$ cat src/source/dcache_defines.svh
// data cache geometry and address fields, include wherever arrays are sized or addresses sliced
`ifndef DCACHE_DEFINES_SVH
`define DCACHE_DEFINES_SVH

// 16 sets, 2 ways, 4 words per line
`define DC_INDEX_W    4
`define DC_OFFSET_W   2
`define DC_LINE_W     128

// address layout is tag | index | word offset | byte offset
`define DC_INDEX_LSB  (2 + `DC_OFFSET_W)
`define DC_TAG_LSB    (`DC_INDEX_LSB + `DC_INDEX_W)

// everything above the index, 24 bits with this geometry
`define DC_TAG_W      (32 - `DC_TAG_LSB)

`endif
$ cat src/source/dcache_op_pkg.sv
// request and cache-operation codes shared by the pipeline port, request buffer and FSM
package dcache_op_pkg;

    //////////////////////////////////////////////////////////////////////
    // pipeline request kind
    //////////////////////////////////////////////////////////////////////
    typedef enum logic {
        req_load,
        req_store
    } req_kind_e;

    //////////////////////////////////////////////////////////////////////
    // cache operations, valid on opcode when op is set
    //////////////////////////////////////////////////////////////////////
    typedef enum logic [1:0] {
        cop_index_init  = 2'd0,  // clear tag and valid of way addr[0]
        cop_index_inval = 2'd1,  // clear valid of way addr[0]
        cop_hit_inval   = 2'd2   // clear valid of the hitting way
    } cacheop_e;

endpackage

$ cat src/source/dcache_req_buf.sv
// request register, holds the accepted pipeline request through lookup and miss handling
`timescale 1ns/1ps

module dcache_req_buf (
    input  logic                    clk,
    input  logic                    rstn,
    input  logic                    we,
    input  logic                    in_op,
    input  dcache_op_pkg::cacheop_e  in_opcode,
    input  logic [31:0]             in_addr,
    input  logic [31:0]             in_wdata,
    input  logic [3:0]              in_wstrb,
    input  dcache_op_pkg::req_kind_e in_kind,
    input  logic                    in_uncached,
    output logic                    op,
    output dcache_op_pkg::cacheop_e  opcode,
    output logic [31:0]             addr,
    output logic [31:0]             wdata,
    output logic [3:0]              wstrb,
    output dcache_op_pkg::req_kind_e kind,
    output logic                    uncached
);

    always_ff @(posedge clk or negedge rstn) begin
        if (!rstn) begin
            op       <= 1'b0;
            opcode   <= dcache_op_pkg::cop_index_init;
            addr     <= '0;
            wdata    <= '0;
            wstrb    <= '0;
            kind     <= dcache_op_pkg::req_load;
            uncached <= 1'b0;
        end else if (we) begin  // we already carries valid & ready
            op       <= in_op;
            opcode   <= in_opcode;
            addr     <= in_addr;
            wdata    <= in_wdata;
            wstrb    <= in_wstrb;
            kind     <= in_kind;
            uncached <= in_uncached;
        end
    end

endmodule

$ cat config.mk
export PLATFORM = sky130hd
export DESIGN_NAME = dcache_req_buf
export DESIGN_NICKNAME = d
export VERILOG_FILES = /design/src/source/dcache_defines.svh /design/src/source/dcache_op_pkg.sv /design/src/source/dcache_req_buf.sv
export SDC_FILE = /design/constraint.sdc
export NUM_CORES = 1
export LEC_CHECK = 0
export ABC_AREA = 1
export BUFFER_PORTS_ARGS = -buffer_cell sky130_fd_sc_hd__buf_2
export CORE_ASPECT_RATIO = 1.5
export CORE_UTILIZATION = 40
export DETAILED_ROUTE_END_ITERATION = 16
export MAX_ROUTING_LAYER = met4
export PLACE_DENSITY = 0.74
export SYNTH_ARGS = -nofsm -noshare
export SYNTH_HDL_FRONTEND = slang
export SYNTH_SLANG_ARGS = --single-unit
$ cat constraint.sdc
create_clock -name clk -period 0.8 [get_ports clk]
set_input_delay 0.16 -clock clk [delete_from_list [all_inputs] [get_ports clk]]
set_output_delay 0.16 -clock clk [all_outputs]
set_load 0.005 [all_outputs]
# Word-level counts from Yosys, hierarchy flattened
# Index checks and enable logic that the tools add are counted.
[word_totals] register_bits=73 inputBits=76 out_inout_bits=73 wordCells=7

# Depth between registers and ports, before layout
[logic_depth] ltp_word=0 ltp_mapped=4 ltp_nobuf=3

# Least setup slack after synthesis
# Ideal clock, no wire load.
[synth_path] path_type="input port to flip-flop" from="input we" to="register addr[0]" setup_ns=0.116 t_arrival_ns=0.499 path_slack_ns=0.185 cell_stages=4 path_cell_list="buf_6 > buf_6 > nand2_1 > nand2_1"
[synth_lines] item="start: declaration" line="dcache_req_buf.sv:7" source="input logic we,"
[synth_lines] item="end signal: assignment" line="dcache_req_buf.sv:36" source="addr <= in_addr;"
[synth_lines] item="end: declaration" line="dcache_req_buf.sv:17" source="output logic [31:0] addr,"

# Worst setup path in the final report
[layout_path] from="register addr[19]" to="output addr[19]"
# No word-level cell between the ends.

==> impl_metrics.csv <==
group,metric,value,unit
detailed_routing,dr.first_iter.drc_count,163,
global_route,overflow,0,
floorplan,die-area,7290,µm²
final_layout,final_area,4060,µm²
floorplan,row_count,36,
place,postPlaceCellArea,3600,µm²
timing,slew-limit-headroom,0.821,
outcome,status,"complete, but fails checks",
clocking,cts_buffers,9,
timing,rsz0062_at_grt,"true",
critical_path,worstPathRequired,0.64,ns
timing,finalCriticalPeriod,1.02,ns
synth,syn-cell-area,2780,µm²
final_layout,layout-drive-gt1-share,0.409,
detailed_routing,drt-wirelength-per-cell,12.0,µm
final_layout,n_antenna_cell,0,
timing,fin_crit_sh,1.28,
floorplan,ios,149,
synth,netlist_instances,308,
global_route,grt_use_total,0.202,
floorplan,initial_core_util,0.420,
place,preCtsSetupSlack,-0.0138,ns
final_layout,nets,573,
synth,synth.distinct_cells,6,
critical_path,end_kind,"output pin",
synth,synth_nets,384,
worst_hold_path,hp-class,"input port to flip-flop",
detailed_routing,first_pass_iters,4,
critical_path,cp_cell_sequence,"buf_2",
clocking,cts_max_level,3,
timing,setup_viol_count_final,79,
final_layout,fillerInstances,602,
critical_path,crit_buf_inv,1,
clocking,worstSkewPairLatency,0.33,ns
global_route,grt_max_degree,63,
critical_path,arrival,0.86,ns
outcome,violations,"negative setup slack",
final_layout,utilization,0.612,
timing,worst_slack,-0.222,ns
synth,yosys_warnings,0,
place,io_buffer_count,148,
detailed_routing,dr_total_vias,2569,
final_layout,area_growth,45.9,%
floorplan,die_w,70.1,µm
power_and_ir_drop,max-vdd-ir-drop,0.00125,V
global_route,grt_pass1_wl,11100,µm
global_route,first_global_vias,2536,
power_and_ir_drop,power.leakage,2.46,nW
timing,fin_hold_ws,0.0178,ns
timing,hold_viol_final,0,
critical_path,critPathSlowestCell,"dfrtp_1",
timing,fmax,0.979,GHz
detailed_routing,vias_per_cell,4.45,
job,drv_cap,0,
floorplan,die_y,104,µm
critical_path,crit_type,"flip-flop to output pin",
clocking,cts-root-buf,"clkbuf_8",
detailed_routing,drcViolationCount,0,
critical_path,cp_top_family,"flip-flops",
synth,ys_ff_latch,73,
timing,finalSetupTns,-14.83,ns
final_layout,final_common_cell,"nand2_1",
critical_path,critPathMaxFanout,2,
power_and_ir_drop,p_per_area,1960,nW/µm²
detailed_routing,detail-route-antenna-nets,0,
timing,worst_slew_pin_slew,0.268,ns
critical_path,startpoint_type,"flip-flop",
timing,drv_slew,0,
synth,yosysSeqAreaShare,0.657,
critical_path,max_stage_delay,0.39,ns
final_layout,layout_common_cells,"nand2_1 (217), buf_2 (147), dfrtp_1 (73), buf_4 (40), clkbuf_8 (10)",
detailed_routing,drt_wl_total,6920,µm
place,dp_hpwl,4870,µm
clocking,clk_pin_slew,0.07,ns
global_route,antenna_found_initial,0,
synth,syn_avg_cell_area,9.03,µm²
clocking,cts_tree,"yes",
place,gp_congestion,0.801,
floorplan,core,6620,µm²
timing,clock_skew,0,ns
clocking,cts.sinks,73,
clocking,cts_max_path_buffers,2,
## area by class of cell
type / instances / area, µm² / share of cell area
multi-input combinational: 219 / 827 / 0.204
sequential: 73 / 1830 / 0.450
timing repair buffer: 193 / 1150 / 0.283
tap: 76 / 95.1 / 0.0234
clock buffer: 15 / 156 / 0.0386
inverter: 1 / 3.75 / 0.000926
## kinds of logic (layout without fill, tap and decap cells)
| group | count (synthesis) | after routing | share of synthesized area |
|---|---|---|---|
| flip-flops | 73 | 73 | 0.657 |
| AND/OR/NAND/NOR | 219 | 219 | 0.296 |
| buffers and inverters | 16 | 209 | 0.0473 |
## Yosys cell counts
| cell type | number | area, µm² |
|---|---|---|
| dfrtp_1 | 73 | 1830 |
| buf_2 | 6 | 30.0 |
| nand2_1 | 219 | 822 |
| buf_4 | 1 | 7.51 |
| buf_6 | 8 | 90.1 |
| inv_2 | 1 | 3.75 |
## routing by layer
| layer | track usage | wire length, µm | vias to the layer above |
|---|---|---|---|
| li1 | - | - | 1293 |
| met1 | 0.215 | 2730 | 1158 |
| met2 | 0.339 | 3620 | 93 |
| met3 | 0.0339 | 282 | 25 |
| met4 | 0.140 | 286 | 0 |
| met5 | - | 0 | - |
## sequential cells by signal (all words and copies together) (netlist names)
name	count
kind	1
addr	32
opcode	2
uncached	1
op	1
wdata	32
wstrb	4
## metrics by stage
stage / power (mW) / instances
floorplan: 4.70 / 308
global route: 8.40 / 577
finish: 7.93 / 577
CTS: 7.91 / 556
global placement: 5.36 / 523
detailed placement: 5.41 / 523
## what timing repair did
action	in CTS	in global routing
setup endpoints to repair	73	73
hold buffers	1	0
setup buffers	17	21
gates resized for setup	0	2
hold endpoints to repair	73	0
## power by group
part / leakage (nW) / total, mW / internal [mW] / switching [mW]
clock: 0.0778 / 2.36 / 1.20 / 1.16
combinational: 1.49 / 1.38 / 0.741 / 0.644
sequential: 0.889 / 4.19 / 4.02 / 0.169
## tightest hold or removal path: stages
cell	delay (ns)
buf_2	0.07
nand2_1	0.04
nand2_1	0.05
## worst paths after layout
path                                       from               endpoint  slack [ns]  depth (start not counted)
min reg2reg                 addr[5]$_DFFE_PN0P_    addr[5]$_DFFE_PN0P_        0.47                          2
max in group asynchronous                  rstn  wdata[24]$_DFFE_PN0P_        0.09                          3
max                        addr[19]$_DFFE_PN0P_               addr[19]       -0.22                          1
max reg2reg                addr[16]$_DFFE_PN0P_   addr[16]$_DFFE_PN0P_       -0.05                          4
min in group asynchronous                  rstn   addr[16]$_DFFE_PN0P_        0.25                          2
min                                 in_addr[18]   addr[18]$_DFFE_PN0P_        0.02                          3
Power figures use the tool's default switching activity.
