[config.mk]
export PLATFORM = sky130hd
export DESIGN_NAME = dcache_lru
export DESIGN_NICKNAME = d
export VERILOG_FILES = /design/src/source/dcache_lru.sv
export VERILOG_INCLUDE_DIRS = /design/src /design/src/source
export SDC_FILE = /design/constraint.sdc
export NUM_CORES = 1
export LEC_CHECK = 0
export BUFFER_PORTS_ARGS = -buffer_cell sky130_fd_sc_hd__buf_2
export CELL_PAD_IN_SITES_DETAIL_PLACEMENT = 0
export CELL_PAD_IN_SITES_GLOBAL_PLACEMENT = 1
export CORE_AREA = 2 2 51 43
export DETAILED_ROUTE_END_ITERATION = 7
export DIE_AREA = 0 0 53 45
export PLACE_DENSITY_LB_ADDON = 0.1
export SLEW_MARGIN = 20
export SYNTH_ARGS = -nofsm -noshare
export SYNTH_HDL_FRONTEND = slang
export SYNTH_SLANG_ARGS = --single-unit
[constraint.sdc]
create_clock -name clk -period 3.1 [get_ports clk]
set_input_delay 0.155 -clock clk [delete_from_list [all_inputs] [get_ports clk]]
set_output_delay 0.155 -clock clk [all_outputs]
set_load 0.01 [all_outputs]
[src/source/dcache_defines.svh]
// data cache geometry and address fields, include wherever arrays are sized or addresses sliced
`ifndef DCACHE_DEFINES_SVH
`define DCACHE_DEFINES_SVH

// 16 sets, 2 ways, 4 words per line
`define DC_INDEX_W    4
`define DC_OFFSET_W   2
`define DC_LINE_W     128

// address layout is tag | index | word offset | byte offset
`define DC_INDEX_LSB  (2 + `DC_OFFSET_W)
`define DC_TAG_LSB    (`DC_INDEX_LSB + `DC_INDEX_W)

// everything above the index, 24 bits with this geometry
`define DC_TAG_W      (32 - `DC_TAG_LSB)

`endif
[src/source/dcache_lru.sv]
// per-set LRU bit for the two ways, names the replacement victim
`timescale 1ns/1ps
`include "dcache_defines.svh"

module dcache_lru (
    input  logic                   clk,
    input  logic                   rstn,
    input  logic [`DC_INDEX_W-1:0] index,
    input  logic                   touch,
    input  logic                   touched_way,
    output logic                   victim
);

    localparam int SETS = 1 << `DC_INDEX_W;

    logic [SETS-1:0] lru_q;  // 1 means way 1 is the older one

    always_ff @(posedge clk or negedge rstn) begin
        if (!rstn) begin
            lru_q <= '0;
        end else if (touch) begin
            lru_q[index] <= ~touched_way;  // point away from the way just used
        end
    end

    assign victim = lru_q[index];

endmodule

-- Yosys cells after proc, flatten, opt, wreduce, memory -nomap -nowiden
Index checks and enable logic that the tools add are counted.
- memories: 0
- latch bits: 0
- output and inout port bits: 1
- word-level logic and storage cells: 10
- register bits after elaboration: 16
- input bits: 8
- memory bits (writable): 0
- bits in read-only memories: 0
- multiply operators: 0
- div/mod/pow operators: 0
- bitwise operators: 1
- eq/ne operators: 0
- $add $sub $neg: 0
- reduce and logical (&&, ||, !) cells: 1
- mux-type cells: 5
- order comparisons: 2
- shift-type cells: 0
- operators by type and width (cell ; count):
    $bwmux 16 ; 1
    $lt 4x5->1 const B ; 1
    $bmux 1 s4 ; 1
    $demux 1 s4 ; 1
    $ge 4x1->1 const B ; 1
    $mux 1 ; 2
    $logic_and 1x1->1 ; 1
    $not 1->1 ; 1

-- Longest topological paths before layout
- word-level depth: 5
- gate-level depth with buffers: 5
- gate-level depth less buffers: 3

-- Worst setup path after synthesis
No wires, ideal clock.
- path kind: register -> output
- from: register lru_q[3]
- to: output port victim
- path buffers: 0
- data arrival time: 1104 ps
- stages on the path, launching flop included: 4
- required time: 2945 ps
- path slack: 1841 ps
- cells stage by stage: dfrtp_1 -> mux4_2 -> a22oi_2 -> nand3_1
- longest elaborated chain between the ends: 2
- RTL lines (what ; RTL line ; RTL):
    start: declaration ; dcache_lru.sv:16 ; logic [SETS-1:0] lru_q;
    start signal: indexed assignment ; dcache_lru.sv:22 ; lru_q[index] <= ~touched_way;
    $bmux 1 s4 ; dcache_lru.sv:26 ; assign victim = lru_q[index];
    $mux 1 (implied by the code) ; dcache_lru.sv:26 ;
    end: declaration ; dcache_lru.sv:11 ; output logic victim
No other way between the ends. The select of a mux whose other input is x is not followed.

-- Worst setup path in the final report
- from: register lru_q[1]
- to: output port victim
The elaborated chain is that of the path after synthesis.

==> flow_summary.toml <==
[worst_setup_path]
cp-start-kind = "register"
critPathBufInv = 1
worst-endpoint-required_ns = 2.94
slowest_stage = "mux4_2"
critical_path_arrival_ns = 1.57
reg2reg_setup_slack_ns = 2.36
setup.worst_path.class = "reg2out"
worst-path-max-fanout = 2
crit-reg2reg-launch = "lru_q[1]"
worst_path_largest_cell_delay_ns = 0.46
endpoint_kind = "output port"
crit_family = "multiplexers"
reg2regPathDepth = 2
worst_r2r_endpoint = "lru_q[1]"
cp_cell_sequence = "mux4_2 > a22oi_2 > nand3_1 > buf_2"

[cells_and_area]
antenna-diode-count = 0
area_growth_syn_to_layout_pct = 7.36
largest_register_ffs = 16
layout_top_registers = "lru_q (16)"
design.final.nets = 85
post_layout_nonfiller_instances = 100
ratio_of_cells_with_drive_above_1_in_the_final_layout = 0.263
regMostFlops = "lru_q"

[sta]
tcrit_tclk_final = 0.555
timing_max_transition_violations_final = 0
worst_slew_pin_slew_ns = 0.589
rsz0062_at_grt = "false"
setup_viols_final = 0
timing.clock.skew_ns = 0
post-route-min-period_ns = 1.72
slew_headroom = 0.607
hold_viol = 0
finalSetupTns_ns = 0
clock.fmax_ghz = 0.581

[logic_synthesis]
dominant_combinational_cell_family_by_area_after_synthesis = "compound AO/OA/AOI/OAI gates"
ys.warnings.count = 0
area_fraction_in_compound_gates_after_synthesis = 0.249
synthesis.nets = 82
synthesized_area_fraction_occupied_by_xor_and_xnor_cells = 0
synthesis.instances = 74
simple_gate_share_of_the_synthesized_area = 0.0871
synth.mux.area_fraction = 0.117
netlist-cell-type-count = 18
post_synth_instance_area_um2 = 833
adder_cell_share_of_the_synthesized_area = 0
synth.avg_cell_area_um2 = 11.3
flops_latches_synth = 16
seq_total_area_yosys = 0.480

[grt]
most_heavily_used_metal_layer_in_global_routing = "met2"
gr-usage-met1 = 0.248
grt-ovfl-total = 0
number_of_antenna_violations_at_the_first_check_in_global_routing = 0
grt_use_met2 = 0.268
first_pass_grt_wire_length_um = 2970
grt_start_max_net_pins = 17
via_count_of_the_first_global_routing_pass = 583
global_route.usage.met3 = 0.0629
grt.total_usage = 0.181

[detailed_routing]
number_of_design_rule_violations_left_by_the_first_detailed_router_iteration = 19
drt_pass1_iterations = 4
detail_route.wirelength_um = 1720
ant_nets = 0
dr_total_vias = 615
route.detailed.vias_per_inst = 6.15
routed_wl_per_cell_um = 17.2
drc = 0

[clock_network]
tritoncts = "done"
numCtsBuffers = 3
cts.sinks = 16
post_cts_resized = 0
max-clock-path-buffers = 2
clk_root_buffer_cell = "clkbuf_4"
clkLatencyLatePin_ns = 0.29
htreeDepth = 1
cts.reportedPaths.clkPinSlew_ns = 0.10

[pwr]
cellLeakagePower_nw = 0.356
vdd_ir_drop_max_uv = 255
power_per_cell_area_nw_per_um2 = 615

[worst_hold_path]
hold_path.class = "in2reg"
worst_hold_startpoint = "index[3]"
worst_hold_path.num_cells = 2
worstHoldEndpoint = "lru_q[13]"

[die]
initial_utilization = 0.453
std_cell_rows = 14
pin_count = 9
die_width_um = 53
core_region_area_um2 = 1840
die_outline_area_um2 = 2390
dieHeight_um = 45

[place]
placed_cells = 95
routability_congestion = 0.765
dp_hpwl_um = 1150
portBuffers = 8

[run_status]
status = "completed"

[run]
cap_violations = 0
==> synth_stat cells <==
| master | n | area share |
|---|---|---|
| a41oi_1 | 4 | 0.042 |
| and3_2 | 1 | 0.0090 |
| a21oi_1 | 12 | 0.072 |
| nor2_2 | 1 | 0.0075 |
| buf_6 | 1 | 0.014 |
| clkbuf_1 | 4 | 0.018 |
| a22oi_2 | 1 | 0.015 |
| nand2_1 | 1 | 0.0045 |
| mux4_2 | 2 | 0.054 |
| mux4_1 | 2 | 0.063 |
| nor3b_2 | 1 | 0.015 |
| nand3_1 | 2 | 0.012 |
| dfrtp_1 | 16 | 0.48 |
| buf_1 | 1 | 0.0045 |
| nor2b_1 | 2 | 0.015 |
| and3b_2 | 2 | 0.024 |
| a31oi_1 | 16 | 0.12 |
| buf_2 | 5 | 0.030 |
==> placed cells by master, fill, tap and decap left out, drive strengths merged, types with 2 or more instances in the layout <==
cell     n
and3b    2
a21oi   12
a41oi    4
buf      8
a31oi   16
mux4     4
nor2b    2
clkbuf   4
nand3    2
dfrtp   16
==> layer usage <==
metal  up-vias  wire length, um
li1        297                -
met1       295              814
met2        23              778
met3         0              127
met4         0                0
met5         -                0
==> kinds of logic (layout without fill, tap and decap cells) <==
logic type      count (synthesis)  count (layout)
compound gates                 33              33
flops                          16              16
buf+inv                        11              13
simple gates                   10              10
mux                             4               4
==> stage by stage <==
stage	utilization	total power [mW]	instance area, um2	worst slack (ns)	hold slack [ns]
5_1_grt	0.486	0.589	895	1.29	0.236
2_1_floorplan	-	0.380	833	1.84	-0.141
3_3_place_gp	0.461	0.410	848	1.66	0.0901
3_5_place_dp	0.461	0.412	848	1.67	0.0927
4_1_cts	0.486	0.556	895	1.36	0.204
6_report	0.486	0.550	895	1.38	0.220
==> where the power goes <==
part           leakage [nW]  internal (mW)  switching, mW
clock                0.0210         0.0716         0.0692
sequential            0.182          0.258         0.0280
combinational         0.153         0.0641         0.0590
total                 0.356          0.394          0.156
==> repair_timing <==
action,in CTS,in global routing
hold endpoints to repair,16,0
setup buffers,0,0
hold buffers,1,0
==> final cells by class <==
type | instances | area, um2
Fill cell | 172 | 945
Sequential cell | 16 | 400
Multi-Input combinational cell | 47 | 378
Timing Repair Buffer | 9 | 50.0
Clock buffer | 4 | 36.3
Tap cell | 24 | 30.0
==> how the worst max path moves through the flow <==
stage	startpoint	endpoint	slack, ns	cells past startpoint
floorplan	lru_q[3]	victim	1.84	3
global placement	index[0]	victim	1.66	5
detailed placement	index[0]	victim	1.67	5
CTS	lru_q[1]	victim	1.36	4
global route	lru_q[1]	victim	1.29	4
finish	lru_q[1]	victim	1.38	4
==> worst reg2reg max path, cell delays in order, from the launching register on <==
cell     delay, ns
dfrtp_1       0.42
a21oi_1       0.12
a31oi_1       0.07
Power figures use the tool's default switching activity.
