<file path="config.mk">
export PLATFORM = sky130hd
export DESIGN_NAME = dcache_way
export DESIGN_NICKNAME = d
export VERILOG_FILES = /design/src/source/dcache_way.sv
export VERILOG_INCLUDE_DIRS = /design/src /design/src/source
export SDC_FILE = /design/constraint.sdc
export NUM_CORES = 2
export LEC_CHECK = 0
export ABC_CLOCK_PERIOD_IN_PS = 3500
export BUFFER_PORTS_ARGS = -buffer_cell sky130_fd_sc_hd__buf_2
export CAP_MARGIN = 30
export CORE_MARGIN = 5
export CORE_UTILIZATION = 56
export CTS_CLUSTER_DIAMETER = 100
export DETAILED_ROUTE_END_ITERATION = 7
export GPL_ROUTABILITY_DRIVEN = 0
export MAX_ROUTING_LAYER = met4
export PLACE_DENSITY_LB_ADDON = 0.3
export SETUP_SLACK_MARGIN = 0.05
export SLEW_MARGIN = 15
export SYNTH_ARGS = -nofsm -noshare
export SYNTH_HDL_FRONTEND = slang
export SYNTH_SLANG_ARGS = --single-unit
</file>
<file path="constraint.sdc">
create_clock -name clk -period 3.5 [get_ports clk]
set_clock_uncertainty 0.05 [all_clocks]
set_input_delay 0.7 -clock clk [delete_from_list [all_inputs] [get_ports clk]]
set_output_delay 0.7 -clock clk [all_outputs]
set_load 0.01 [all_outputs]
</file>
<file path="src/source/dcache_defines.svh">
// data cache geometry and address fields, include wherever arrays are sized or addresses sliced
`ifndef DCACHE_DEFINES_SVH
`define DCACHE_DEFINES_SVH

// 16 sets, 2 ways, 4 words per line
`define DC_INDEX_W    4
`define DC_OFFSET_W   2
`define DC_LINE_W     128

// address layout is tag | index | word offset | byte offset
`define DC_INDEX_LSB  (2 + `DC_OFFSET_W)
`define DC_TAG_LSB    (`DC_INDEX_LSB + `DC_INDEX_W)

// everything above the index, 24 bits with this geometry
`define DC_TAG_W      (32 - `DC_TAG_LSB)

`endif
</file>
<file path="src/source/dcache_way.sv">
// one cache way, tag/valid/data arrays with combinational read and tag compare
`timescale 1ns/1ps
`include "dcache_defines.svh"

module dcache_way (
    input  logic                   clk,
    input  logic                   rstn,
    input  logic [31:0]            addr,
    input  logic                   data_we,
    input  logic [31:0]            wdata,
    input  logic [3:0]             wstrb,
    input  logic                   line_fill,
    input  logic [`DC_LINE_W-1:0]  fill_line,
    input  logic                   tag_clear,
    input  logic                   valid_clear,
    input  logic [`DC_INDEX_W-1:0] clear_index,
    output logic                   hit,
    output logic [`DC_LINE_W-1:0]  line
);

    localparam int SETS = 1 << `DC_INDEX_W;

    logic [`DC_TAG_W-1:0]    tag_mem  [SETS];
    logic [`DC_LINE_W-1:0]   data_mem [SETS];
    logic [SETS-1:0]         valid_q;
    logic [`DC_INDEX_W-1:0]  idx;
    logic [`DC_TAG_W-1:0]    tag;
    logic [`DC_OFFSET_W-1:0] woff;

    assign idx  = addr[`DC_INDEX_LSB +: `DC_INDEX_W];
    assign tag  = addr[`DC_TAG_LSB +: `DC_TAG_W];
    assign woff = addr[2 +: `DC_OFFSET_W];  // skip byte offset

    assign line = data_mem[idx];
    assign hit  = valid_q[idx] && (tag_mem[idx] == tag);

    // line storage, fill wins over a word write
    always_ff @(posedge clk) begin
        if (line_fill) begin
            data_mem[idx] <= fill_line;
        end else if (data_we) begin
            for (int b = 0; b < 4; b++) begin
                if (wstrb[b]) begin
                    data_mem[idx][woff*32 + b*8 +: 8] <= wdata[b*8 +: 8];
                end
            end
        end
    end

    always_ff @(posedge clk) begin
        if (line_fill) begin
            tag_mem[idx] <= tag;
        end else if (tag_clear) begin
            tag_mem[clear_index] <= '0;
        end
    end

    always_ff @(posedge clk or negedge rstn) begin
        if (!rstn) begin
            valid_q <= '0;
        end else if (line_fill) begin
            valid_q[idx] <= 1'b1;
        end else if (tag_clear || valid_clear) begin
            valid_q[clear_index] <= 1'b0;  // index-init clears valid as well
        end
    end

    // the controller never fills and word-writes the same way at once
    a_no_fill_and_write: assert property (@(posedge clk) disable iff (!rstn)
        !(data_we && line_fill));

endmodule

</file>
### Word level (Yosys, flattened, before mapping)

Memory sizes are Yosys's and may differ from the RTL's.
Index checks and enable logic that the tools add are counted.

* add/sub/neg operators: 7
* $lt $le $gt $ge: 4
* equal/unequal tests: 1
* shifts and indexed selects: 8
* mux-type cells: 544
* bitwise logic cells: 515
* reduce and logical (&&, ||, !) cells: 6

Operator list (count)
* $mux W1: 533
* $mux W128: 4
* $or A1 B1 Y1: 512
* $shift A8 B34 Y128 const A: 4
* $shiftx A8 B34 Y128: 4
* $neg A8 Y34: 3
* $neg A7 Y34: 1
* $mux W16: 2
* $eq A24 B24 Y1: 1
* $mux W24: 1
* $reduce_or A24 Y1: 1
* $add A7 B5 Y8 const B: 2
* $and A16 B16 Y16: 1
* $not A16 Y16: 1
* $or A16 B16 Y16: 1
* $lt A4 B5 Y1 const B: 2
* $add A7 B4 Y8 const B: 1
* $demux W1 S4: 2
* $ge A4 B1 Y1 const B: 2
* $bmux W1 S4: 1
* $mux W4: 1
* $logic_and A1 B1 Y1: 3
* $reduce_bool A2 Y1: 1
* $logic_or A1 B1 Y1: 1

* register bits after elaboration: 16
* RAM bits: 2432
* input port bits: 206
* word-level logic and storage cells: 1088
* memories: 2

Memories
* data_mem: words 16, width 128, read ports 1, clocked after Yosys merged registers in 0, wr ports 1, RTL line dcache_way.sv:24 `` logic [`DC_LINE_W-1:0] data_mem [SETS]; ``
* tag_mem: words 16, width 24, read ports 1, clocked after Yosys merged registers in 0, wr ports 1, RTL line dcache_way.sv:23 `` logic [`DC_TAG_W-1:0] tag_mem [SETS]; ``

### Depth between registers and ports, before layout

* depth in word-level cells: 8
* mapped depth: 12

### Worst setup path after synthesis

Ideal clock, no wire load.

* path kind: input to register
* from: in addr[4]
* to: mem tag_mem[3][0] (netlist bit), enable pin
* setup time: 0.405 ns
* arrival time: 3.314 ns
* required time: 3.045 ns
* setup slack: -0.269 ns
* cell stages on the path: 10
* path buffers: 7
* path through: buf_6 -> buf_6 -> buf_6 -> buf_4 -> buf_2 -> buf_2 -> and2_1 -> clkbuf_1 -> a21oi_1 -> nor2_1

* longest elaborated chain between the ends: 1

Ends and longest elaborated chain
* from (decl): RTL line dcache_way.sv:8 `input logic [31:0] addr,`
* $mux W4 (no source line)
* to (decl): RTL line dcache_way.sv:23

Every way passes these cells.

### Final worst setup path

* from: mem tag_mem[14][12] (netlist bit)
* to: out hit

* longest elaborated chain between the ends: 3

Ends and longest elaborated chain
* $mem_v2 Z16 W24
* $eq A24 B24 Y1: RTL line dcache_way.sv:35 `assign hit = valid_q[idx] && (tag_mem[idx] == tag);`
* $logic_and A1 B1 Y1: RTL line dcache_way.sv:35
* to (decl): RTL line dcache_way.sv:17 `output logic hit,`

Every way passes these cells.

==> flow_summary.json <==
{
  "rr_endpoint": "valid_q[15]",
  "power_density_mw_per_mm2": 543,
  "vdd_drop_max_mv": 0.561,
  "clk_pin_slew_ps": 60,
  "drt_iter0_markers": 7111,
  "antenna_found_initial": 17,
  "fin_ws_ps": -781,
  "path_class": "reg -> out",
  "synth-seq-cells": 2448,
  "fmax_ghz": 0.234,
  "drv_cap": 0,
  "insertion_delay_ps": 860,
  "drc": 0,
  "cp_data_arrival_time_ps": 3530,
  "synth_cell_types": 50,
  "pre_cts_ws_ps": -681,
  "period_needed_ps": 4280,
  "ant_nets": 0,
  "die_w_um": 424,
  "fillers": 10062,
  "rrSetupSlack_ps": 2650,
  "min-delay-start": "clear_index[1]",
  "holdPathEnd": "valid_q[10]",
  "firstDrtPassIters": 6,
  "tightest_slew_ps": 1060,
  "synth_edf_count": 2432,
  "endpoint_kind": "output pin",
  "yosys_most_used_dff": "edfxtp_1",
  "place_hpwl_mm": 165,
  "maxSlewViolCount": 0,
  "synth-async-reset-ratio_pct": 0.654,
  "viasPerCell": 6.59,
  "syn_inst": 4342,
  "rr_startpoint": "valid_q[15]",
  "required_ps": 2750,
  "hold_depth": 4,
  "layout-drive-gt1-share_pct": 38.5,
  "core_sq_mm": 0.170,
  "synth.avg_cell_area_sq_um": 22.1,
  "io_pins": 335,
  "syn_nets": 4554,
  "maxSlewHeadroom_pct": 29.2,
  "num_rows": 151,
  "ff_latch_area_sq_mm": 0.0734,
  "cts_tree": "done",
  "htreeDepth": 4,
  "grt_pass1_vias": 51546,
  "violations": "negative setup slack",
  "hold_violations": 0,
  "ctsRootBufferMaster": "clkbuf_16",
  "seq_area_frac_synth_pct": 76.6,
  "setup_viol": 129,
  "die_h_um": 424,
  "clock_path_buffers": 3,
  "grt_pass1_wl_mm": 380,
  "wl_per_cell_um": 35.5,
  "nets": 5588,
  "syn_area_sq_mm": 0.0958,
  "port_buffers": 332,
  "status": "complete, but fails checks",
  "hp-class": "in -> reg",
  "vias": 51385,
  "fin_hold_ws_ps": 234,
  "cp-start-kind": "register",
  "cp_max_fo": 1,
  "area_growth_pct": 20.8,
  "routed_wl_mm": 277,
  "ys_warn_count": 0,
  "grt.total_usage_pct": 31.0,
  "cts_num_sinks": 2448,
  "r2r_cells": 2,
  "multiInputGateArea_sq_mm": 0.0214,
  "start_util_pct": 56.4,
  "grt_max_degree": 67,
  "p_leak_nw": 38.5,
  "die_area_sq_mm": 0.179,
  "period_share_pct": 122,
  "numCtsBuffers": 230,
  "setup-tns-final_ps": -39100,
  "grt_overflow": 0,
  "rsz0062_at_grt": "true"
}
stage by stage:
stage          instance area [sq um]  power, mW  cells  utilization [%]
3_5_place_dp                  105000       38.3   7217             61.5
2_1_floorplan                  96200       36.2   4342                -
4_1_cts                       114000       62.5   7712             67.2
6_report                      116000       62.9   7794             68.1
3_3_place_gp                  104000       38.1   7209             61.4
5_1_grt                       116000       64.6   7788             68.1
per-layer routing:
layer	vias to the layer above	track usage (%)	wire length, um	part of all wire [%]
li1	20291	-	-	-
met1	26840	38.5	92000	33
met2	3473	48.0	137000	49
met3	781	5.84	26900	9.7
met4	0	19.4	21200	7.7
met5	-	-	0	0
cells in the mapped netlist (all sizes together), types with 2 or more instances:
cell type	n	area [sq um]
o22ai	5	31.3
a22o	48	420
nand4	2	12.5
nand2	209	785
o211ai	4	30.0
o221ai	2	17.5
a21oi	9	45.0
or3	3	18.8
nor3	4	20.0
clkbuf	126	473
nor3b	4	30.0
nor2b	5	31.3
nand3b	2	15.0
ha	6	75.1
o21ai	121	606
xnor2	16	140
a211oi	3	22.5
edfxtp	2432	73000
buf	121	642
mux2	4	45.0
nand2b	4	25.0
xor2	9	78.8
nand3	18	90.1
dfrtp	16	400
a22oi	7	52.6
nor2	296	1110
and2	26	163
mux4	737	16600
nor4	2	18.8
a31oi	19	119
inv	26	97.6
mux2i	44	440
flip-flops by register name, summed over array words and instances (netlist names):
signal and flops:
tag_mem 384, data_mem 2048, valid_q 16
report_power, final:
part | total [mW] | switching, mW | internal [mW]
clock | 24.3 | 10.8 | 13.6
combinational | 5.33 | 2.95 | 2.37
sequential | 33.2 | 0.189 | 33.0
total | 62.9 | 13.9 | 49.0
worst max-delay path by stage:
stage | startpoint | endpoint | slack (ps)
3_3_place_gp | addr[4] | hit | -730
3_5_place_dp | addr[4] | hit | -680
2_1_floorplan | addr[5] | tag_mem[9][0] | -90
5_1_grt | tag_mem[13][12] | hit | -830
4_1_cts | tag_mem[14][12] | hit | -790
6_report | tag_mem[14][12] | hit | -780
final cells by class:
cell class | instances | area share, %
multi-input combinational | 1620 | 18.5
clock inverter | 125 | 1.04
timing repair buffer | 1049 | 9.28
inverter | 27 | 0.0876
tap | 2218 | 2.40
clock buffer | 286 | 5.24
antenna | 21 | 0.0454
sequential | 2448 | 63.5
critical path, stage by stage, from the launching register on:
cell	delay, ps
edfxtp_1	380
mux4_1	510
xnor2_1	160
a211oi_2	240
a311o_1	240
nand4_1	100
or4_4	470
nor4_4	360
buf_2	190
timing repair:
action / in CTS / in global routing
cloned: 45 / 28
endpoints found under the setup margin: 129 / 129
hold endpoints to repair: 16 / 0
setup buffers: 39 / 38
hold buffers: 1 / 0
resized for setup: 148 / 171
pin swaps: 1 / 0
kinds of logic (layout without fill, tap and decap cells):
group | after synthesis | after routing | share of synthesized area [%]
and+or+nand+nor | 577 | 577 | 2.44
adders and majority gates | 6 | 6 | 0.0784
buffers and inverters | 274 | 1487 | 1.27
xor gates and xnor gates | 25 | 25 | 0.229
muxes | 785 | 785 | 17.9
DFF | 2448 | 2448 | 76.6
other | 0 | 21 | 0
AOI/OAI and AO/OA | 227 | 227 | 1.48
placed cells by master (no fill, tap or decap), types with 65 or more instances in the layout:
cell type and count:
buf_12 72, buf_16 65, buf_2 214, buf_4 522
buf_6 132, clkbuf_16 255, edfxtp_1 2432, mux4_2 735
nand2_1 193, nor2_1 278, o21ai_0 67
Note: power is estimated with default switching activity, not from simulation.
