**config.mk**
```make
export PLATFORM = sky130hd
export DESIGN_NAME = dcache_fsm
export DESIGN_NICKNAME = d
export VERILOG_FILES = /design/src/source/dcache_defines.svh /design/src/source/dcache_op_pkg.sv /design/src/source/dcache_fsm_pkg.sv /design/src/source/dcache_fsm.sv
export SDC_FILE = /design/constraint.sdc
export NUM_CORES = 1
export LEC_CHECK = 0
export BUFFER_PORTS_ARGS = -buffer_cell sky130_fd_sc_hd__buf_2
export CAP_MARGIN = 20
export CORE_ASPECT_RATIO = 1.1
export CORE_MARGIN = 1
export CORE_UTILIZATION = 32
export CTS_CLUSTER_DIAMETER = 200
export DETAILED_ROUTE_END_ITERATION = 6
export PLACE_DENSITY_LB_ADDON = 0.08
export SLEW_MARGIN = 5
export SYNTH_ARGS = -nofsm -noshare
export SYNTH_HDL_FRONTEND = slang
export SYNTH_SLANG_ARGS = --single-unit
```
**constraint.sdc**
```tcl
create_clock -name clk -period 1.55 [get_ports clk]
set_input_delay 0.31 -clock clk [delete_from_list [all_inputs] [get_ports clk]]
set_output_delay 0.31 -clock clk [all_outputs]
set_load 0.03 [all_outputs]
```
**src/source/dcache_defines.svh**
```systemverilog
// data cache geometry and address fields, include wherever arrays are sized or addresses sliced
`ifndef DCACHE_DEFINES_SVH
`define DCACHE_DEFINES_SVH

// 16 sets, 2 ways, 4 words per line
`define DC_INDEX_W    4
`define DC_OFFSET_W   2
`define DC_LINE_W     128

// address layout is tag | index | word offset | byte offset
`define DC_INDEX_LSB  (2 + `DC_OFFSET_W)
`define DC_TAG_LSB    (`DC_INDEX_LSB + `DC_INDEX_W)

// everything above the index, 24 bits with this geometry
`define DC_TAG_W      (32 - `DC_TAG_LSB)

`endif
```
**src/source/dcache_op_pkg.sv**
```systemverilog
// request and cache-operation codes shared by the pipeline port, request buffer and FSM
package dcache_op_pkg;

    //////////////////////////////////////////////////////////////////////
    // pipeline request kind
    //////////////////////////////////////////////////////////////////////
    typedef enum logic {
        req_load,
        req_store
    } req_kind_e;

    //////////////////////////////////////////////////////////////////////
    // cache operations, valid on opcode when op is set
    //////////////////////////////////////////////////////////////////////
    typedef enum logic [1:0] {
        cop_index_init  = 2'd0,  // clear tag and valid of way addr[0]
        cop_index_inval = 2'd1,  // clear valid of way addr[0]
        cop_hit_inval   = 2'd2   // clear valid of the hitting way
    } cacheop_e;

endpackage

```
**src/source/dcache_fsm_pkg.sv**
```systemverilog
// controller state type for the data cache, referenced by scoped name from the FSM
package dcache_fsm_pkg;

    //////////////////////////////////////////////////////////////////////
    // main controller states
    //////////////////////////////////////////////////////////////////////
    typedef enum logic [2:0] {
        st_idle,
        st_lookup,        // tag compare, hit return, write hit update
        st_miss_rd_req,   // read address waiting for acceptance
        st_miss_rd_data,  // waiting for the line
        st_miss_wr_req,   // write-through of a missing line
        st_hit_wr_req,    // write-through of a hitting line
        st_cacheop,
        st_flush
    } dc_state_e;

endpackage

```
**src/source/dcache_fsm.sv**
```systemverilog
// data cache controller, sequences lookup, misses, write-through, cache ops and flush
`timescale 1ns/1ps

module dcache_fsm (
    input  logic                     clk,
    input  logic                     rstn,
    input  logic                     valid,
    input  logic                     op,
    input  logic                     flush,
    input  logic                     buf_op,
    input  dcache_op_pkg::cacheop_e   buf_opcode,
    input  dcache_op_pkg::req_kind_e  buf_kind,
    input  logic                     buf_uncached,
    input  logic [31:0]              buf_addr,
    input  logic [1:0]               hit,
    input  logic                     victim,
    input  logic                     mem_addr_ok,
    input  logic                     mem_data_ok,
    output logic                     ready,
    output logic                     buf_we,
    output logic                     mem_req,
    output logic                     mem_wr,
    output logic [1:0]               data_we,
    output logic [1:0]               line_fill,
    output logic [1:0]               tag_clear,
    output logic [1:0]               valid_clear,
    output logic                     lru_touch,
    output logic                     lru_way,
    output logic                     sel_way,
    output logic                     sel_return,
    output logic                     rdata_valid
);

    dcache_fsm_pkg::dc_state_e state_q, state_d, state_acc;
    logic hit_way;
    logic miss;

    assign hit_way = hit[1];
    assign miss    = ~|hit || buf_uncached;  // uncached always goes to memory
    assign buf_we  = valid && ready;

    // where to go from any cycle with ready high
    assign state_acc = !valid ? dcache_fsm_pkg::st_idle :
                       op     ? dcache_fsm_pkg::st_cacheop : dcache_fsm_pkg::st_lookup;

    always_ff @(posedge clk or negedge rstn) begin
        if (!rstn) begin
            state_q <= dcache_fsm_pkg::st_idle;
        end else begin
            state_q <= state_d;
        end
    end

    //////////////////////////////////////////////////////////////////////
    // next state and outputs
    //////////////////////////////////////////////////////////////////////
    always_comb begin
        state_d     = state_q;
        ready       = 1'b0;
        mem_req     = 1'b0;
        mem_wr      = 1'b0;
        data_we     = 2'b00;
        line_fill   = 2'b00;
        tag_clear   = 2'b00;
        valid_clear = 2'b00;
        lru_touch   = 1'b0;
        lru_way     = hit_way;
        sel_way     = hit_way;
        sel_return  = 1'b0;
        rdata_valid = 1'b0;
        case (state_q)
            dcache_fsm_pkg::st_lookup: begin
                if (flush) begin  // abort, nothing written or requested
                    ready   = 1'b1;
                    state_d = dcache_fsm_pkg::st_flush;
                end else begin
                    if (buf_uncached) begin
                        valid_clear = hit;  // drop any cached copy
                    end
                    if (buf_kind == dcache_op_pkg::req_store) begin
                        mem_req = 1'b1;  // write-through, hit or not
                        mem_wr  = 1'b1;
                        if (!miss) begin
                            data_we[hit_way] = 1'b1;
                            lru_touch        = 1'b1;
                        end
                        if (mem_addr_ok) begin
                            ready   = 1'b1;
                            state_d = state_acc;
                        end else begin
                            state_d = miss ? dcache_fsm_pkg::st_miss_wr_req :
                                             dcache_fsm_pkg::st_hit_wr_req;
                        end
                    end else if (miss) begin
                        mem_req = 1'b1;
                        state_d = mem_addr_ok ? dcache_fsm_pkg::st_miss_rd_data :
                                                dcache_fsm_pkg::st_miss_rd_req;
                    end else begin  // read hit
                        rdata_valid = 1'b1;
                        lru_touch   = 1'b1;
                        ready       = 1'b1;
                        state_d     = state_acc;
                    end
                end
            end
            dcache_fsm_pkg::st_miss_rd_req: begin
                mem_req = 1'b1;
                if (mem_addr_ok) begin
                    state_d = dcache_fsm_pkg::st_miss_rd_data;
                end
            end
            dcache_fsm_pkg::st_miss_rd_data: begin
                if (mem_data_ok) begin
                    rdata_valid = 1'b1;
                    sel_return  = 1'b1;
                    ready       = 1'b1;
                    state_d     = state_acc;
                    if (!buf_uncached) begin  // fill the victim way
                        line_fill[victim] = 1'b1;
                        lru_touch         = 1'b1;
                        lru_way           = victim;
                    end
                end
            end
            dcache_fsm_pkg::st_miss_wr_req,
            dcache_fsm_pkg::st_hit_wr_req: begin
                mem_req = 1'b1;
                mem_wr  = 1'b1;
                if (mem_addr_ok) begin  // write done on address acceptance
                    ready   = 1'b1;
                    state_d = state_acc;
                end
            end
            dcache_fsm_pkg::st_cacheop: begin
                ready   = 1'b1;
                state_d = flush ? dcache_fsm_pkg::st_flush : state_acc;
                if (!flush && buf_op) begin
                    case (buf_opcode)
                        dcache_op_pkg::cop_index_init:  tag_clear[buf_addr[0]]   = 1'b1;
                        dcache_op_pkg::cop_index_inval: valid_clear[buf_addr[0]] = 1'b1;
                        dcache_op_pkg::cop_hit_inval:   valid_clear              = hit;
                        default:                        valid_clear              = 2'b00;
                    endcase
                end
            end
            dcache_fsm_pkg::st_flush: begin
                ready   = 1'b1;  // requests taken here are dropped
                state_d = flush ? dcache_fsm_pkg::st_flush : state_acc;
            end
            default: begin  // st_idle
                ready   = 1'b1;
                state_d = state_acc;
            end
        endcase
    end

    //////////////////////////////////////////////////////////////////////
    // checks
    //////////////////////////////////////////////////////////////////////
    a_hit_onehot: assert property (@(posedge clk) disable iff (!rstn)
        !(hit[0] && hit[1]));

    a_req_held: assert property (@(posedge clk) disable iff (!rstn)
        mem_req && !mem_addr_ok |=> mem_req);

    a_flush_quiet: assert property (@(posedge clk) disable iff (!rstn)
        state_q == dcache_fsm_pkg::st_lookup && flush
        |-> !rdata_valid ##1 !rdata_valid && state_q == dcache_fsm_pkg::st_flush);

endmodule

```
# After elaboration in Yosys (flattened, before gate mapping)
# Cells that the tools add are included.
[word_totals]
ff_bits = 3
latch_bits = 0
mem_bits_rw = 0
rom_bits = 0
input_bits = 47
output_inout_bits = 17
mem_count = 0
[classes]
addsub = 0
multipliers = 0
n_div = 0
n_lt_le_gt_ge = 6
n_eq_ne = 12
shifts = 0
n_mux = 58
n_bitwise = 0
reduce_logical = 14
[op_table]
columns = ["op", "n"]
rows = [
  ["3-bit two-way mux", 10],
  ["2-bit two-way mux", 13],
  ["1-bit two-way mux", 24],
  ["3-bit case mux with 5 select lines", 1],
  ["3-bit equality test (second input constant)", 4],
  ["1-bit case mux with 2 select lines", 4],
  ["2-bit case mux with 2 select lines", 2],
  ["3-bit by 2-bit equality test with 1-bit output (second input constant)", 2],
  ["1-bit by 2-bit less-than comparator with 1-bit output (second input constant)", 3],
  ["2-bit inequality test (second input constant)", 3],
  ["2-bit OR reduction", 3],
  ["1-bit logical AND", 5],
  ["1-bit case mux with 4 select lines", 1],
  ["1-bit demux with 1-bit select", 3],
  ["3-bit by 1-bit equality test with 1-bit output (second input constant)", 1],
  ["1-bit greater-or-equal comparator (second input constant)", 3],
  ["3-bit AND reduction", 1],
  ["3-bit OR reduction", 1],
  ["2-bit by 1-bit equality test with 1-bit output (second input constant)", 1],
  ["2-bit equality test (second input constant)", 1],
  ["1-bit logical NOT", 2],
  ["2-bit logical NOT", 1],
  ["1-bit logical OR", 1],
]

# Longest topological paths before layout
# Gate-level depths: netlist (run 1).
[depth]
ltp_word = 8
depth_mapped = 5
ltp_nobuf = 5

# Worst setup path before layout (run 1)
# OpenSTA, ideal clock, no wires.
[synth_timing]
path_kind = "reg2out"
from = "reg state_q[1]"
to = "out data_we[1]"
t_arrival_ps = 1738
path_slack_ps = -498
stages_incl_launch_ff = 5
path_buffers = 0
cell_sequence = "dfrtp_1 -> nor3b_2 -> and2_4 -> nand2_1 -> nor3b_1"
[synth_between]
elab_chain_len = 2
[synth_rtl]
columns = ["item", "line", "rtl"]
rows = [
  ["from (decl)", "dcache_fsm.sv:34", "dcache_fsm_pkg::dc_state_e state_q, state_d, state_acc;"],
  ["from (signal assigned)", "dcache_fsm.sv:48", "state_q <= dcache_fsm_pkg::st_idle;"],
  ["from (signal assigned)", "dcache_fsm.sv:50", "state_q <= state_d;"],
  ["3-bit by 1-bit equality test with 1-bit output", "dcache_fsm.sv:71", "case (state_q)"],
  ["2-bit two-way mux", "dcache_fsm.sv:71", ""],
  ["to (decl)", "dcache_fsm.sv:23", "output logic [1:0] data_we,"],
]
# No other way between the ends.

# Worst setup path in the final report (run 1)
[layout_timing]
from = "reg state_q[2]"
to = "out lru_way"
[layout_between]
elab_chain_len = 2
[layout_rtl]
columns = ["item", "line", "rtl"]
rows = [
  ["3-bit by 2-bit equality test with 1-bit output", "dcache_fsm.sv:71", ""],
  ["1-bit two-way mux", "dcache_fsm.sv:71", ""],
  ["to (decl)", "dcache_fsm.sv:28", "output logic lru_way,"],
]
# No other way between the ends.

==> reports/results.ini, run 1 <==
[outcome]
status = finished, violations left
violations = negative setup slack

[flow_run]
maxCapViolations = 0

[floorplanning]
dieArea_sq_um = 2181
start_util = 0.3510
coreArea_sq_um = 1822
row_count = 16
io_pins = 64
die_x_um = 44.62
die_h_um = 48.88

[grt]
grt_util_all_layers = 0.2124
grt_overflow_total = 0
grt_pass1_vias = 868
grt_start_max_net_pins = 13
grt_pass1_wl_mm = 3.553
antenna_found_initial = 0

[synthesis]
synth_edf_count = 0
synth-seq-cells = 3
yosysMostFrequentCell = nor2_1
ys_seq_area_frac = 0.1174
synth_top_cells_by_count = nor2_1 (9), nand2_1 (8), nand2b_1 (7), inv_1 (6)
yosysTopAreaCell = dfrtp_1
synth_top_area_share = 0.1174
synth_top_family_by_area = simple AND/OR/NAND/NOR gates
synth_area_per_cell_sq_um = 7.434
synthArstFlopShare = 1.000
synth_xor_area_frac = 0.01370
ys.flop_type = dfrtp_1
synthCells = 86
synth_nets = 136
synth_area_leaders = dfrtp_1 (12%), nand2b_1 (6.8%), ha_1 (5.9%)
synth_cell_types = 43
ys_warn_count = 0
synthMuxAreaShare = 0.01761
synth.cell_area_sq_um = 639.4
synthAdderAreaFrac = 0.05871
yosys.area_share.simple = 0.3620
synth_compound_area_frac = 0.3386

[routing]
vias_per_cell = 5.124
route.detailed.drc = 0
final_antenna_net_count = 0
route.met3.wl_um = 65
drt_iter0_drc = 10
wl_mm = 2.542
wl_per_cell_um = 13.67
drt-met1-wl_um = 969
dr_wl_met2_mm = 1.481
num_vias = 953
drt_first_pass_iters = 4
top_layer_used = met4

[cells_and_area]
nets = 210
drive_gt1_frac = 0.6730
diodes = 0
area_growth_pct = 132.3
regMostFlops = state_q
largest_reg_flops = 3
largest_registers = state_q: 3 flops
final_core_util = 0.8152

[timing]
fin_crit_ns = 1.979
timing.final.hold_violations = 0
worstMarginPinSlew_ns = 0.2732
drv_slew = 0
fin_tns_setup_ns = -5.008
finClkSkew_ns = 0.002300
finalWorstSetupSlack_ns = -0.4289
rsz0062_at_grt = true
setup_viol = 19
fmax_ghz = 0.5053
fin_crit_sh = 1.277
slew_headroom = 0.8175
holdWs_ns = 0.3952

[placement]
place.gp.congestion = 0.8365
port_buffers = 32
dp_hpwl_mm = 1.647

[worst_setup_path]
end_kind = primary output
cp_num_cells = 5
worstPathMaxFanout = 3
cp_num_buf_inv = 2
critical_path_class = reg2out
crit_arrival_ns = 1.67
start_kind = flip-flop
crit_family = simple AND/OR/NAND/NOR gates
critPathRequiredTime_ns = 1.24
cp_cell_sequence = buf_6 -> nand4b_1 -> nor2_2 -> mux2_4 -> buf_6
cp_slowest_cell = dfrtp_1
slowest_delay_ns = 0.41
ff2ff_path_depth = 9
cpMostUsedCell = buf_6

[clock_tree]
cts_buffer_depth = 2
clk_latency_ns = 0.24
clk_pin_slew_ns = 0.04
cts_buffers = 3
htree_levels = 1
clkSinkCount = 3
cts_tree = built
cts_root_buf = clkbuf_4

[power_and_ir_drop]
ir_worst_vdd_mv = 0.8831
powerDensity_nw_per_um2 = 1457
p_leak_uw = 0.0007223

[hold_path]
hold_class = in2async

## stage by stage
step	instances	cell area, sq um	setup slack (ns)	power (uW)
2_1_floorplan	86	733.2	-0.1979	919.6
3_3_place_gp	164	1071	-0.2667	1260
3_5_place_dp	164	1071	-0.3089	1274
4_1_cts	176	1311	-0.3848	1745
5_1_grt	186	1485	-0.4905	2272
6_report	186	1485	-0.4289	2164
## worst paths after layout
path | from | end | slack, ns
worst max-delay path | state_q[2] | lru_way | -0.43
worst min-delay path | rstn | state_q[1] | 0.40
worst max register to register | state_q[2] | state_q[2] | -0.11
worst min register to register | state_q[1] | state_q[1] | 0.92
max in group asynchronous | rstn | state_q[2] | 1.05
min in group clk | op | state_q[1] | 0.54
## routing by layer
layer | vias up | GRT usage
li1 | 462 | -
met1 | 454 | 0.2135
met2 | 34 | 0.4216
met3 | 3 | 0.007407
met4 | 0 | 0.09596
met5 | - | 0
## where the power goes
group,switching [uW],internal [uW]
logic,845,1020
clock network,45.2,96.8
registers,40.6,118
total,931,1230
## cells by family after synthesis
group,Yosys count
AOI/OAI and AO/OA,27
xor gates and xnor gates,1
adders and majority gates,3
buffers and inverters,11
DFF,3
muxes,1
and+or+nand+nor,40
## final cells by class
type | count | area [sq um]
Inverter | 6 | 25.02
Fill cell | 114 | 336.6
Sequential cell | 3 | 75.07
Multi-Input combinational cell | 72 | 698.2
Tap cell | 27 | 33.78
Timing Repair Buffer | 74 | 626.9
Clock buffer | 4 | 26.28
## what timing repair did
item,4_1_cts,5_1_grt
hold buffers,1,0
hold endpoints to repair,3,0
pin swaps,18,13
setup buffers,8,10
gates resized for setup,46,21
endpoints found under the setup margin,17,19
## placed cells by master (no fill, tap or decap), types with 3 or more instances in the layout
cell      instances
nand2b_1          3
nor2_1            8
buf_6            25
buf_4            30
a21oi_2           3
dfrtp_1           3
nand2_1           4
clkbuf_4          3
nand2b_4          4
buf_2            16
ha_1              3
inv_1             5
(Power assumes the default switching activity.)
==> run 2: changes to the inputs <==
--- a/config.mk
+++ b/config.mk
@@ -12,7 +12,8 @@
 export CORE_UTILIZATION = 32
 export CTS_CLUSTER_DIAMETER = 200
 export DETAILED_ROUTE_END_ITERATION = 6
-export PLACE_DENSITY_LB_ADDON = 0.08
+export HOLD_SLACK_MARGIN = 0.03
+export PLACE_DENSITY_LB_ADDON = 0.25
 export SLEW_MARGIN = 5
 export SYNTH_ARGS = -nofsm -noshare
 export SYNTH_HDL_FRONTEND = slang
==> reports/results.ini, run 2 (synthesis gave the netlist of run 1 again) <==
[timing]
rsz0062_at_grt = true
fin_crit_ns = 1.937  ; -0.04193 ns
timing.final.hold_violations = 0  ; unchanged
setup_viol = 19  ; unchanged
fin_tns_setup_ns = -4.593  ; +0.4154 ns
worstMarginPinSlew_ns = 0.2394  ; -0.03381 ns
fin_crit_sh = 1.250  ; -0.02705
fmax_ghz = 0.5163  ; +2.2%
drv_slew = 0  ; unchanged
slew_headroom = 0.8404  ; +0.02292
finClkSkew_ns = 0.0005692  ; -0.001731 ns
finalWorstSetupSlack_ns = -0.3869  ; +0.04193 ns

[grt]
antenna_found_initial = 0  ; unchanged
grt_start_max_net_pins = 10  ; -3
grt_pass1_wl_mm = 4.036  ; +14%
grt_pass1_vias = 962  ; +11%
grt_overflow_total = 0  ; unchanged
grt_util_all_layers = 0.2434  ; +0.03097

[cells_and_area]
nets = 202  ; -3.8%
area_growth_pct = 115.7
diodes = 0  ; unchanged
final_core_util = 0.7569  ; -0.05838
fin_area_sq_um = 1379  ; -7.2%
largest_registers = state_q: 3 flops
final_common_cell = buf_4
stdcell_count = 178  ; -4.3%
regMostFlops = state_q
drive_gt1_frac = 0.6358  ; -0.03719
largest_reg_flops = 3  ; unchanged
mostFrequentLayoutCells = buf_4 (27), buf_6 (20), buf_2 (16), nor2_1 (8), inv_1 (5)

[floorplanning]
row_count = 16  ; unchanged
die_h_um = 48.88  ; unchanged
coreArea_sq_um = 1822  ; unchanged
start_util = 0.3510  ; unchanged
dieArea_sq_um = 2181  ; unchanged
io_pins = 64  ; unchanged
die_x_um = 44.62  ; unchanged

[routing]
drt_iter0_drc = 18  ; +8
wl_per_cell_um = 14.59  ; +6.8%
final_antenna_net_count = 0  ; unchanged
vias_per_cell = 5.219  ; +1.9%
wl_mm = 2.597  ; +2.2%
route.detailed.drc = 0  ; unchanged
drt_first_pass_iters = 4  ; unchanged
num_vias = 929  ; -2.5%

[clock_tree]
clk_pin_slew_ns = 0.04  ; about the same
cts_tree = built
cts_buffer_depth = 2  ; unchanged
clk_latency_ns = 0.24  ; about the same
cts_buffers = 3  ; unchanged
clkSinkCount = 3  ; unchanged
cts_root_buf = clkbuf_4
htree_levels = 1  ; unchanged

[hold_path]
hold_class = in2async

[worst_setup_path]
critical_path_class = reg2out
r2r-start = state_q[2]
ff2ff_path_depth = 8  ; -1
crit_arrival_ns = 1.63  ; -0.04 ns
r2r-end = state_q[1]
end_kind = primary output
ff2ff_setup_slack_ns = -0.10  ; about the same
critPathRequiredTime_ns = 1.24  ; about the same
start_kind = flip-flop
worstPathMaxFanout = 3  ; unchanged

[outcome]
status = finished, violations left
violations = negative setup slack

[power_and_ir_drop]
ir_worst_vdd_mv = 1.252  ; +42%
powerDensity_nw_per_um2 = 1421  ; -2.5%
p_leak_uw = 0.0006798  ; -5.9%

[placement]
dp.cells = 162  ; -1.2%
dp_hpwl_mm = 1.676  ; +1.7%
place.gp.congestion = 0.8707  ; +4.1%
port_buffers = 32  ; unchanged
placed_area_sq_um = 1056  ; -1.4%

[flow_run]
maxCapViolations = 0  ; unchanged

run 2: cell type report:
cell class,count,area [sq um]
timing repair buffer,66,548.0
clock buffer,4,26.28
sequential,3,75.07
fill,146,442.9
multi-input combinational,72,670.6
inverter,6,25.02
tap,27,33.78
run 2: power by group:
| part | total, uW | internal [uW] | switching (uW) |
|---|---|---|---|
| Combinational | 1660 | 866 | 791 |
| Clock | 142 | 96.8 | 45.5 |
| Sequential | 160 | 118 | 42.1 |
run 2: per-layer routing:
metal,part of all wire,GRT usage
met1,0.36,0.2517
met2,0.57,0.4804
met3,0.052,0.03333
met4,0.018,0.06566
met5,0,0
run 2: worst max-delay path by stage:
stage / start / end / slack [ns] / cells after the start
floorplan: state_q[2] / data_we[0] / -0.20 / 4
global placement: buf_opcode[0] / valid_clear[0] / -0.26 / 7
global route: state_q[2] / lru_way / -0.42 / 5
finish: state_q[2] / lru_way / -0.39 / 5
CTS: state_q[2] / lru_way / -0.37 / 5
detailed placement: buf_opcode[0] / valid_clear[0] / -0.29 / 7
run 2: critical path, cell delays in order, from the launching register on:
cell and delay [ns]:
dfrtp_1 0.42, buf_6 0.14, nand4b_1 0.22, nor2_2 0.16
mux2_4 0.31, buf_6 0.14
run 2: repair_timing:
item,in CTS,in global routing
pin swaps,18,8
setup endpoints to repair,17,19
gates resized for setup,51,9
hold buffers,1,0
endpoints found under the hold margin,3,0
setup buffers,10,3
run 2: metrics by stage:
stage	total power, uW	setup WS (ns)	hold WS (ns)
2_1_floorplan	919.6	-0.1979	0.01441
3_3_place_gp	1215	-0.2604	0.1026
3_5_place_dp	1237	-0.2940	0.1081
4_1_cts	1861	-0.3742	0.3885
5_1_grt	2070	-0.4215	0.4028
6_report	1959	-0.3869	0.3943
==> run 3: changes to the inputs <==
--- a/config.mk
+++ b/config.mk
@@ -5,13 +5,13 @@
 export SDC_FILE = /design/constraint.sdc
 export NUM_CORES = 1
 export LEC_CHECK = 0
-export BUFFER_PORTS_ARGS = -buffer_cell sky130_fd_sc_hd__buf_2
 export CAP_MARGIN = 20
 export CORE_ASPECT_RATIO = 1.1
 export CORE_MARGIN = 1
-export CORE_UTILIZATION = 32
+export CORE_UTILIZATION = 40
 export CTS_CLUSTER_DIAMETER = 200
 export DETAILED_ROUTE_END_ITERATION = 6
+export DONT_BUFFER_PORTS = 1
 export HOLD_SLACK_MARGIN = 0.03
 export PLACE_DENSITY_LB_ADDON = 0.25
 export SLEW_MARGIN = 5
==> reports/results.ini, run 3 (synthesis gave the netlist of run 1 again) <==
[cells_and_area]
final_common_cell = buf_4
largest_reg_flops = 3  ; unchanged
diodes = 0  ; unchanged
nets = 170  ; -16%
regMostFlops = state_q
area_growth_pct = 74.36
drive_gt1_frac = 0.5210  ; -0.1148
mostFrequentLayoutCells = buf_4 (24), nor2_1 (8), buf_6 (8), nand2b_1 (6), inv_1 (5)
largest_registers = state_q: 3 flops

[routing]
wl_mm = 2.096  ; -19%
num_vias = 786  ; -15%
vias_per_cell = 5.822  ; +12%
final_antenna_net_count = 0  ; unchanged
drt_first_pass_iters = 4  ; unchanged
drt_iter0_drc = 30  ; +12
wl_per_cell_um = 15.53  ; +6.4%
route.detailed.drc = 0  ; unchanged

[power_and_ir_drop]
p_clk_frac = 0.087  ; +0.014
p_leak_uw = 0.0005132  ; -25%
ir_worst_vdd_mv = 1.168  ; -6.7%
power.total_uw = 1651  ; -16%
p_seq_frac = 0.095  ; +0.013
comb_power_share = 0.818  ; -0.028
p_switching_uw = 748.5  ; -15%
powerDensity_nw_per_um2 = 1481  ; +4.2%
netSwitchingFraction = 0.4534  ; +0.004837
internal_power_uw = 902.3  ; -16%

[worst_setup_path]
cp_num_buf_inv = 1  ; -1
worstPathMaxFanout = 3  ; unchanged
critPathRequiredTime_ns = 1.24  ; about the same
crit_arrival_ns = 1.57  ; -0.06 ns
start_kind = flip-flop
crit_family = simple AND/OR/NAND/NOR gates
end_kind = primary output
critical_path_class = reg2out
slowest_delay_ns = 0.41  ; about the same
cp_slowest_cell = dfrtp_1
cp_cell_sequence = nor3b_4 -> and2_4 -> nand2_4 -> nor4b_4 -> buf_4
ff2ff_setup_slack_ns = 0.02  ; +0.12 ns

[timing]
timing.final.hold_violations = 0  ; unchanged
finalWorstSetupSlack_ns = -0.3279  ; +0.05902 ns
slew_headroom = 0.8241  ; -0.01626
fin_crit_sh = 1.212  ; -0.03808
setup_viol = 16  ; -3
finClkSkew_ns = 0.007330  ; +0.006761 ns
holdWs_ns = 0.3011  ; -0.09323 ns
fin_tns_setup_ns = -3.683  ; +0.9101 ns
fin_crit_ns = 1.878  ; -0.05902 ns
worstMarginPinSlew_ns = 0.2616  ; +0.02215 ns
fmax_ghz = 0.5325  ; +3.1%
drv_slew = 0  ; unchanged
rsz0062_at_grt = true

[placement]
dp_hpwl_mm = 1.440  ; -14%
port_buffers = 0  ; -100%
place.gp.congestion = 0.8582  ; -1.4%
place_ws_ns = -0.09509  ; +0.1989 ns

[outcome]
status = finished, violations left
violations = negative setup slack

[grt]
grt_overflow_total = 0  ; unchanged
grt_util_all_layers = 0.2327  ; -0.01066
grt_pass1_vias = 681  ; -29%
grt_pass1_wl_mm = 2.835  ; -30%
grt_start_max_net_pins = 13  ; +3
antenna_found_initial = 0  ; unchanged

[clock_tree]
cts_buffers = 3  ; unchanged
htree_levels = 1  ; unchanged
cts_tree = built
clkSinkCount = 3  ; unchanged
clk_latency_ns = 0.24  ; about the same
clk_pin_slew_ns = 0.04  ; about the same
cts_root_buf = clkbuf_4
cts_buffer_depth = 2  ; unchanged

[floorplanning]
start_util = 0.4451  ; +0.09416
coreArea_sq_um = 1436  ; -21%
die_h_um = 43.93  ; -10%
io_pins = 64  ; unchanged
dieArea_sq_um = 1762  ; -19%
row_count = 14  ; -2
die_x_um = 40.12  ; -10%

[flow_run]
maxCapViolations = 0  ; unchanged

[hold_path]
hold_class = in2reg

==> run 3: per-stage QoR <==
| step | instances | utilization | instance area, sq um |
|---|---|---|---|
| after floorplan | 86 | - | 733.2 |
| after global placement | 120 | 0.6280 | 902.1 |
| after detailed placement | 120 | 0.6280 | 902.1 |
| after CTS | 130 | 0.7274 | 1045 |
| after global routing | 135 | 0.7761 | 1115 |
| final | 135 | 0.7761 | 1115 |
==> run 3: per-layer routing <==
metal | global-route usage | routed length, um | share of wire | up-vias
met2 | 0.3903 | 1102 | 0.53 | 32
met1 | 0.2821 | 852 | 0.41 | 370
met3 | 0.04615 | 128 | 0.061 | 2
met4 | 0.08276 | 14 | 0.0067 | 0
li1 | - | - | - | 382
met5 | 0 | 0 | 0 | -
==> run 3: worst paths after layout <==
check                            from          to  depth (start not counted)
min in group asynchronous        rstn  state_q[0]                          1
max in group asynchronous        rstn  state_q[2]                          1
max reg2reg                state_q[2]  state_q[1]                          6
min reg2reg                state_q[1]  state_q[1]                          2
max                        state_q[2]  data_we[0]                          5
min                             flush  state_q[0]                          2
==> run 3: power by group through the flow <==
| stage | Clock [uW] | Combinational, uW | Sequential [uW] |
|---|---|---|---|
| CTS | 142 | 1210 | 157 |
| detailed placement | 0 | 1080 | 155 |
| global placement | 0 | 1060 | 155 |
| finish | 144 | 1350 | 156 |
| floorplan | 0 | 762 | 157 |
| global route | 145 | 1440 | 161 |
==> run 3: what timing repair did <==
item | 4_1_cts | 5_1_grt
gates resized for setup | 19 | 7
hold buffers | 1 | 0
pin swaps | 13 | 8
setup buffers | 5 | 7
endpoints found under the hold margin | 3 | 0
endpoints found under the setup margin | 16 | 18
==> run 3: area by class of cell <==
class / count / area, sq um
multi-input cells: 72 / 670.6
fillers: 94 / 321.6
repair buffers: 34 / 300.3
flip-flops and latches: 3 / 75.07
clock buffers: 4 / 26.28
inverters: 6 / 22.52
well taps: 16 / 20.02
